[src/verilog/perf_settings.svh]
// performance unit settings: data width, commit ports, counter count, address width
`ifndef PERF_SETTINGS_SVH
`define PERF_SETTINGS_SVH

// ------------------------------------------------
// datapath
// ------------------------------------------------
// counter and csr data width
`define PERF_XLEN 64

// commit ports coming from the core
`define PERF_NR_COMMIT_PORTS 2

// ------------------------------------------------
// counter space
// ------------------------------------------------
// implemented counters, addresses 0 .. 13
`define PERF_NR_COUNTERS 14
// csr counter address width, room for 32 slots
`define PERF_ADDR_W 5

`endif
[src/verilog/perf_pkg.sv]
// performance unit package: shared vector types, enums and packed structs
`include "perf_settings.svh"

package perf_pkg;

  // ------------------------------------------------
  // plain vectors
  // ------------------------------------------------
  typedef logic [`PERF_XLEN-1:0]   xlen_t;
  typedef logic [`PERF_ADDR_W-1:0] ctr_addr_t;
  typedef logic [4:0]              reg_addr_t;
  // per-class commit count, 0 up to all ports
  typedef logic [$clog2(`PERF_NR_COMMIT_PORTS+1)-1:0] commit_cnt_t;

  // ------------------------------------------------
  // enums
  // ------------------------------------------------
  typedef enum logic [2:0] {NONE, LOAD, STORE, ALU, CTRL_FLOW} fu_t;
  // jal is decoded as add
  typedef enum logic [1:0] {ADD, JALR, OTHER} op_t;

  // counter slot of every event
  typedef enum logic [`PERF_ADDR_W-1:0] {
    CTR_ICACHE_MISS, CTR_DCACHE_MISS, CTR_ITLB_MISS, CTR_DTLB_MISS,
    CTR_LOAD, CTR_STORE, CTR_BRANCH_JUMP, CTR_CALL, CTR_RET,
    CTR_EXCEPTION, CTR_EXCEPTION_RET, CTR_MISPREDICT, CTR_SB_FULL, CTR_IF_EMPTY
  } ctr_idx_e;

  // ------------------------------------------------
  // structs
  // ------------------------------------------------
  typedef struct packed {
    fu_t       fu;
    op_t       op;
    reg_addr_t rd;
  } commit_instr_t;

  // one-bit events, one cycle each
  typedef struct packed {
    logic icache_miss;
    logic dcache_miss;
    logic itlb_miss;
    logic dtlb_miss;
    logic exception;
    logic eret;
    logic mispredict;
    logic sb_full;
    logic if_empty;
  } core_events_t;

  typedef struct packed {
    commit_cnt_t load;
    commit_cnt_t store;
    commit_cnt_t branch;
    commit_cnt_t call;
    commit_cnt_t ret;
  } commit_counts_t;

  typedef struct packed {
    ctr_addr_t addr;
    logic      we;
    xlen_t     wdata;
  } csr_req_t;

  typedef struct packed {
    xlen_t rdata;
    logic  err;
  } csr_rsp_t;

endpackage

[src/verilog/perf_unit_top.sv]
// performance unit top: commit classifier, counter bank and csr front end
`timescale 1ns/1ns
`include "perf_settings.svh"

module perf_unit_top (
  input  logic                                              clk_i,
  input  logic                                              rst_ni,
  input  logic                                              debug_mode_i,
  // single-bit core events
  input  perf_pkg::core_events_t                            events_i,
  // commit stage
  input  perf_pkg::commit_instr_t [`PERF_NR_COMMIT_PORTS-1:0] commit_i,
  input  logic [`PERF_NR_COMMIT_PORTS-1:0]                  commit_ack_i,
  // csr request
  input  logic                                              req_valid_i,
  output logic                                              req_ready_o,
  input  perf_pkg::csr_req_t                                req_i,
  // csr response
  output logic                                              rsp_valid_o,
  input  logic                                              rsp_ready_i,
  output perf_pkg::csr_rsp_t                                rsp_o
);
  import perf_pkg::*;

  // ------------------------------------------------
  // internal wires
  // ------------------------------------------------
  commit_counts_t counts;
  logic           access;
  logic           we;
  ctr_addr_t      addr;
  xlen_t          wdata;
  xlen_t          rdata;

  // commit decode, same cycle
  commit_classifier i_classifier (
    .commit_i (commit_i),
    .ack_i    (commit_ack_i),
    .counts_o (counts)
  );

  perf_counter_bank i_bank (
    .clk_i        (clk_i),
    .rst_ni       (rst_ni),
    .debug_mode_i (debug_mode_i),
    .events_i     (events_i),
    .counts_i     (counts),
    .access_i     (access),
    .we_i         (we),
    .addr_i       (addr),
    .wdata_i      (wdata),
    .rdata_o      (rdata)
  );

  // software access path
  csr_perf_port i_csr_port (
    .clk_i       (clk_i),
    .rst_ni      (rst_ni),
    .req_valid_i (req_valid_i),
    .req_ready_o (req_ready_o),
    .req_i       (req_i),
    .rsp_valid_o (rsp_valid_o),
    .rsp_ready_i (rsp_ready_i),
    .rsp_o       (rsp_o),
    .access_o    (access),
    .we_o        (we),
    .addr_o      (addr),
    .wdata_o     (wdata),
    .rdata_i     (rdata)
  );

endmodule

[src/verilog/csr_perf_port.sv]
// csr front end: valid/ready request, range check and one-cycle registered response
`timescale 1ns/1ns
`include "perf_settings.svh"

module csr_perf_port (
  input  logic               clk_i,
  input  logic               rst_ni,
  // request channel
  input  logic               req_valid_i,
  output logic               req_ready_o,
  input  perf_pkg::csr_req_t req_i,
  // response channel
  output logic               rsp_valid_o,
  input  logic               rsp_ready_i,
  output perf_pkg::csr_rsp_t rsp_o,
  // towards the counter bank
  output logic               access_o,
  output logic               we_o,
  output perf_pkg::ctr_addr_t addr_o,
  output perf_pkg::xlen_t    wdata_o,
  input  perf_pkg::xlen_t    rdata_i
);
  import perf_pkg::*;

  logic     in_range;
  logic     rsp_valid_q;
  csr_rsp_t rsp_q;

  // the one range check of the design
  assign in_range = req_i.addr < ctr_addr_t'(`PERF_NR_COUNTERS);

  // free slot, or the held response leaves this cycle
  assign req_ready_o = !rsp_valid_q || rsp_ready_i;

  // ------------------------------------------------
  // bank access
  // ------------------------------------------------
  assign access_o = req_valid_i && req_ready_o;
  // no write to unmapped slots
  assign we_o     = req_i.we && in_range;
  assign addr_o   = req_i.addr;
  assign wdata_o  = req_i.wdata;

  // ------------------------------------------------
  // response register
  // ------------------------------------------------
  always_ff @(posedge clk_i or negedge rst_ni) begin
    if (!rst_ni) begin
      rsp_valid_q <= 1'b0;
    end else if (access_o) begin
      rsp_valid_q <= 1'b1;
    end else if (rsp_ready_i) begin
      rsp_valid_q <= 1'b0;
    end
  end

  // payload only moves on accept, stays put under back-pressure
  always_ff @(posedge clk_i) begin
    if (access_o) begin
      rsp_q.rdata <= in_range ? rdata_i : '0;
      rsp_q.err   <= !in_range;
    end
  end

  assign rsp_valid_o = rsp_valid_q;
  assign rsp_o       = rsp_q;

endmodule

[src/verilog/perf_counter_bank.sv]
// performance counter bank: event increments, debug freeze and write-after-read access
`timescale 1ns/1ns
`include "perf_settings.svh"

module perf_counter_bank (
  input  logic                     clk_i,
  input  logic                     rst_ni,
  // freezes counting, not writes
  input  logic                     debug_mode_i,
  input  perf_pkg::core_events_t   events_i,
  input  perf_pkg::commit_counts_t counts_i,
  // single-cycle access from the csr port
  input  logic                     access_i,
  input  logic                     we_i,
  input  perf_pkg::ctr_addr_t      addr_i,
  input  perf_pkg::xlen_t          wdata_i,
  // current value of the addressed counter
  output perf_pkg::xlen_t          rdata_o
);
  import perf_pkg::*;

  xlen_t [`PERF_NR_COUNTERS-1:0] ctr_q;
  xlen_t [`PERF_NR_COUNTERS-1:0] ctr_d;

  // ------------------------------------------------
  // next counter values
  // ------------------------------------------------
  always_comb begin
    ctr_d = ctr_q;

    if (!debug_mode_i) begin
      // memory system misses
      ctr_d[CTR_ICACHE_MISS] = ctr_q[CTR_ICACHE_MISS] + xlen_t'(events_i.icache_miss);
      ctr_d[CTR_DCACHE_MISS] = ctr_q[CTR_DCACHE_MISS] + xlen_t'(events_i.dcache_miss);
      ctr_d[CTR_ITLB_MISS]   = ctr_q[CTR_ITLB_MISS] + xlen_t'(events_i.itlb_miss);
      ctr_d[CTR_DTLB_MISS]   = ctr_q[CTR_DTLB_MISS] + xlen_t'(events_i.dtlb_miss);

      // commit classes add the whole cycle count
      ctr_d[CTR_LOAD]        = ctr_q[CTR_LOAD] + xlen_t'(counts_i.load);
      ctr_d[CTR_STORE]       = ctr_q[CTR_STORE] + xlen_t'(counts_i.store);
      ctr_d[CTR_BRANCH_JUMP] = ctr_q[CTR_BRANCH_JUMP] + xlen_t'(counts_i.branch);
      ctr_d[CTR_CALL]        = ctr_q[CTR_CALL] + xlen_t'(counts_i.call);
      ctr_d[CTR_RET]         = ctr_q[CTR_RET] + xlen_t'(counts_i.ret);

      // traps and frontend
      ctr_d[CTR_EXCEPTION]     = ctr_q[CTR_EXCEPTION] + xlen_t'(events_i.exception);
      ctr_d[CTR_EXCEPTION_RET] = ctr_q[CTR_EXCEPTION_RET] + xlen_t'(events_i.eret);
      ctr_d[CTR_MISPREDICT]    = ctr_q[CTR_MISPREDICT] + xlen_t'(events_i.mispredict);

      // stall cycles
      ctr_d[CTR_SB_FULL]  = ctr_q[CTR_SB_FULL] + xlen_t'(events_i.sb_full);
      ctr_d[CTR_IF_EMPTY] = ctr_q[CTR_IF_EMPTY] + xlen_t'(events_i.if_empty);
    end

    // write last, so it beats the increment of the same cycle
    for (int unsigned i = 0; i < `PERF_NR_COUNTERS; i++) begin
      if (access_i && we_i && addr_i == ctr_addr_t'(i)) begin
        ctr_d[i] = wdata_i;
      end
    end
  end

  // ------------------------------------------------
  // read mux
  // ------------------------------------------------
  // old value, write-after-read
  // unmapped slots read zero
  always_comb begin
    rdata_o = '0;
    for (int unsigned i = 0; i < `PERF_NR_COUNTERS; i++) begin
      if (addr_i == ctr_addr_t'(i)) begin
        rdata_o = ctr_q[i];
      end
    end
  end

  // ------------------------------------------------
  // registers
  // ------------------------------------------------
  always_ff @(posedge clk_i or negedge rst_ni) begin
    if (!rst_ni) begin
      ctr_q <= '0;
    end else begin
      ctr_q <= ctr_d;
    end
  end

endmodule

[src/verilog/commit_classifier.sv]
// commit classifier: counts acknowledged commits per instruction class in one cycle
`timescale 1ns/1ns
`include "perf_settings.svh"

module commit_classifier (
  // instructions on the commit ports
  input  perf_pkg::commit_instr_t [`PERF_NR_COMMIT_PORTS-1:0] commit_i,
  // port really commits this cycle
  input  logic [`PERF_NR_COMMIT_PORTS-1:0]                    ack_i,
  // per-class totals for the cycle
  output perf_pkg::commit_counts_t                            counts_o
);
  import perf_pkg::*;

  // x1 and x5 are the link registers of the calling convention
  function automatic logic is_link(input reg_addr_t rd);
    return (rd == reg_addr_t'(1)) || (rd == reg_addr_t'(5));
  endfunction

  // ------------------------------------------------
  // per-port decode, summed over ports
  // ------------------------------------------------
  always_comb begin
    counts_o = '0;
    for (int unsigned i = 0; i < `PERF_NR_COMMIT_PORTS; i++) begin
      // unacked ports drop out here
      if (ack_i[i]) begin
        if (commit_i[i].fu == LOAD) begin
          counts_o.load = counts_o.load + 1'b1;
        end
        if (commit_i[i].fu == STORE) begin
          counts_o.store = counts_o.store + 1'b1;
        end
        // every control flow op, taken or not
        if (commit_i[i].fu == CTRL_FLOW) begin
          counts_o.branch = counts_o.branch + 1'b1;
        end
        // jal or jalr writing a link register
        if ((commit_i[i].fu == CTRL_FLOW && commit_i[i].op == ADD &&
             is_link(commit_i[i].rd)) ||
            (commit_i[i].op == JALR && is_link(commit_i[i].rd))) begin
          counts_o.call = counts_o.call + 1'b1;
        end
        // jalr discarding the link, i.e. ret
        if (commit_i[i].op == JALR && commit_i[i].rd == reg_addr_t'(0)) begin
          counts_o.ret = counts_o.ret + 1'b1;
        end
      end
    end
  end

endmodule

[config.mk]
export PLATFORM = sky130hd
export DESIGN_NAME = perf_unit_top
export DESIGN_NICKNAME = d
export VERILOG_FILES = /design/src/verilog/perf_pkg.sv /design/src/verilog/perf_unit_top.sv /design/src/verilog/csr_perf_port.sv /design/src/verilog/perf_counter_bank.sv /design/src/verilog/commit_classifier.sv
export VERILOG_INCLUDE_DIRS = /design/src /design/src/verilog
export SDC_FILE = /design/constraint.sdc
export NUM_CORES = 2
export LEC_CHECK = 0
export BUFFER_PORTS_ARGS = -buffer_cell sky130_fd_sc_hd__buf_2
export CAP_MARGIN = 20
export CORE_UTILIZATION = 60
export DETAILED_ROUTE_END_ITERATION = 16
export GPL_TIMING_DRIVEN = 1
export PLACE_DENSITY_LB_ADDON = 0.3
export SETUP_SLACK_MARGIN = 0.4
export SLEW_MARGIN = 10
export SYNTH_ARGS = -nofsm -noshare
export SYNTH_HDL_FRONTEND = slang
export SYNTH_SLANG_ARGS = --single-unit
[constraint.sdc]
create_clock -name clk_i -period 3.2 [get_ports clk_i]
set_input_delay 0.64 -clock clk_i [delete_from_list [all_inputs] [get_ports clk_i]]
set_output_delay 0.64 -clock clk_i [all_outputs]
set_load 0.02 [all_outputs]
==> results.cfg <==
[routing]
vias_per_cell = 6.76
drcViolationCount = 0
drtPass1Iterations = 7
wl_met3_um = 30600
drt_iter0_markers = 8902
wire_per_inst_um = 27.4
wl_met1_um = 88100
wl_met2_um = 102000
vias = 58700
top_layer_used = met5
antenna_left = 0
routed_wl_um = 238000

[power_and_ir_drop]
ir_drop_mv = 0.492
intPower_uw = 23500
powerDensity_nw_per_um2 = 477
p_clk_frac = 0.388
seqPwrFrac = 0.463
p_leak_uw = 0.0289
p_sw_uw = 10200
switching_share = 0.303
pwr-share-comb = 0.149

[die]
start_util = 0.606
ios = 173
design.core.area_um2 = 98600
die_h_um = 318
dieArea_um2 = 101000
dieWidth_um = 318
rows = 115

[layout]
drive_gt1_frac = 0.158
instances_no_fill = 8676
utilization = 0.715
finalNetCount = 7446
area_growth_pct = 18.0

[yosys]
synth_edf_count = 65
synth_common_cells = 897 x dfrtp_1, 843 x nor2_1, 700 x a21oi_1
synth.area.top_cells = dfrtp_1 38%, xnor2_1 6.5%, a21oi_1 5.9%
netlist.top_cell.by_area = dfrtp_1
synth_top_area_share = 0.376
synth_nets = 7154
yosysMostFrequentCell = dfrtp_1
syn_avg_cell_area_um2 = 8.53
netlist-cell-type-count = 82
syn_inst = 7010
netlist_area_um2 = 59800
synthArstFlopShare = 0.932
seq_area_frac_synth = 0.408
ys_warn_count = 0
synth_seq_cells = 962
synthFlopType = dfrtp_1

[placed_design]
io_buffers = 172
hpwlAfterDp_um = 175000
place_congestion = 1.07
dp.cells = 8449

[worst_setup_path]
cp.required_ns = 3.79
max_stage_delay_ns = 0.55
crit_buf_inv = 2
cp_cell_sequence = buf_6 > or4_4 > nor4b_4 > buf_4 > ha_4 > mux2_4 > ha_4 > a21oi_4 > or3b_4 > or4_4 > or4_4 > a311o_1
worst_setup_path_start_kind = primary input
critical_path_arrival_ns = 3.88
worstSetupPathType = in2reg
crit_slowest_cell = or4_4
cp-end-kind = flop
cp_max_fo = 2
crit_top_cell = or4_4
critPathTopFamily = simple AND/OR/NAND/NOR gates

[grt]
grt-ovfl-total = 0
grt_pass1_vias = 55300
grt_pass1_wl_um = 352000
antenna_found_initial = 7
grt_max_degree = 129
grt_usage = 0.463

[clocking]
cts-root-buf = clkbuf_16
htreeDepth = 3
cts_buffers = 106
cts_max_path_buffers = 3
clk_latency_ns = 0.73
clock-sinks = 962
cts_tree = built
clkTransAtPathRegs_ns = 0.06

[timing]
fin_ws_ns = -0.0893
fmax_mhz = 304
slew_headroom = 0.336
worstMarginPinSlew_ns = 0.996
setup_viol = 17
finalHoldViolations = 0
period_needed_ns = 3.29
grt_setup_unrepaired = true
finalClockSkew_ns = 0.0264
slew_violations = 0
fin_crit_sh = 1.03

[outcome]
status = complete, but fails checks
violations = negative setup slack

[hold_path]
hold_path_class = in2reg

[run]
max-cap-violations = 0
==> cell type report <==
class	count	area, um^2
inverters	114	430
well taps	1287	1610
diodes	3	7.51
clock buffers	160	3130
fillers	7526	28100
repair buffers	682	5890
flip-flops and latches	962	24400
clock inverters	32	479
multi-input cells	5436	34600
==> what timing repair did <==
action                                  in CTS  in global routing
hold endpoints to repair                    34                  0
hold buffers                                 1                  0
gates resized for setup                     99                115
endpoints found under the setup margin     108                158
setup buffers                               12                 16
pin swaps                                   60                116
gates cloned                                 1                  2
==> power by group through the flow <==
stage               clock (uW)  combinational (uW)  sequential [uW]
finish                   13100                5000            15600
global route             13500                5340            15700
floorplan                    0                2880            15200
global placement             0                4620            15600
detailed placement           0                4780            15700
CTS                      13000                4840            15500
==> metrics by stage <==
step / total power, uW / setup TNS, ns / worst slack (ns) / area (um^2) / hold WS (ns)
2_1_floorplan: 18000 / -12.91 / -0.474 / 60500 / 0.344
3_3_place_gp: 20200 / -67.11 / -0.956 / 65600 / 0.533
3_5_place_dp: 20500 / -75.52 / -0.923 / 65600 / 0.544
4_1_cts: 33400 / 0 / 0.0219 / 69800 / 0.207
5_1_grt: 34600 / -3.13 / -0.185 / 70500 / 0.234
6_report: 33700 / -0.564 / -0.0893 / 70500 / 0.232
==> path summary, 6_finish.rpt <==
| kind | to | slack, ns | from | cells past startpoint |
|---|---|---|---|---|
| setup reg to reg | i_bank.ctr_q[59]$_DFFE_PN0P_ | 0.47 | i_bank.ctr_q[7]$_DFFE_PN0P_ | 6 |
| max in group asynchronous | i_bank.ctr_q[69]$_DFFE_PN0P_ | 1.71 | rst_ni | 4 |
| setup / recovery | i_bank.ctr_q[575]$_DFFE_PN0P_ | -0.09 | commit_i[16] | 12 |
| hold / removal | i_csr_port.rsp_valid_o$_DFFE_PN0P_ | 0.23 | req_valid_i | 2 |
| min in group asynchronous | i_bank.ctr_q[844]$_DFFE_PN0P_ | 0.45 | rst_ni | 2 |
| hold reg to reg | i_bank.ctr_q[890]$_DFFE_PN0P_ | 0.56 | i_bank.ctr_q[890]$_DFFE_PN0P_ | 2 |
==> routing by layer <==
| layer | vias to the layer above | GRT usage |
|---|---|---|
| li1 | 25600 | - |
| met1 | 28200 | 0.616 |
| met2 | 4070 | 0.688 |
| met3 | 817 | 0.116 |
| met4 | 4 | 0.267 |
| met5 | - | 0 |
==> cells in the final DEF, fill, tap and decap left out, types with 60 or more instances in the layout <==
| cell | synthesis | final |
|---|---|---|
| inv_1 | 113 | 109 |
| buf_12 | 0 | 75 |
| nor4_1 | 168 | 128 |
| buf_4 | 1 | 400 |
| and4_1 | 72 | 72 |
| and3_1 | 147 | 140 |
| nand4_1 | 271 | 271 |
| mux2i_1 | 66 | 66 |
| nor3_1 | 159 | 134 |
| a21oi_1 | 700 | 697 |
| dfrtp_1 | 897 | 897 |
| nand3_1 | 349 | 338 |
| nand2_1 | 690 | 670 |
| edfxtp_1 | 65 | 65 |
| a22oi_1 | 60 | 60 |
| nor2_1 | 843 | 815 |
| buf_2 | 40 | 162 |
| xnor2_1 | 446 | 435 |
| xor2_1 | 388 | 388 |
| o21ai_0 | 387 | 354 |
| clkbuf_16 | 0 | 111 |
==> sequential cells by signal, summed over array words and instances, names as in the netlist <==
signal and count:
i_bank.ctr_q 896, i_csr_port.rsp_o 65, i_csr_port.rsp_valid_o 1
==> worst register-to-register path: cells and delay by family (launching register included) <==
family / cells / cell delay, ns
DFF: 1 / 0.46
AOI/OAI and AO/OA: 1 / 0.16
and+or+nand+nor: 5 / 2.03
==> cells by family after synthesis <==
family	Yosys count	synth area share
AO/OA/AOI/OAI	1445	0.139
XOR/XNOR	834	0.122
adder cells (fa/ha/maj)	38	0.00858
buffers and inverters	612	0.0398
flip-flops	962	0.408
multiplexers	148	0.0361
AND/OR/NAND/NOR	2971	0.246
No activity file was read; power rests on OpenSTA's default activity.
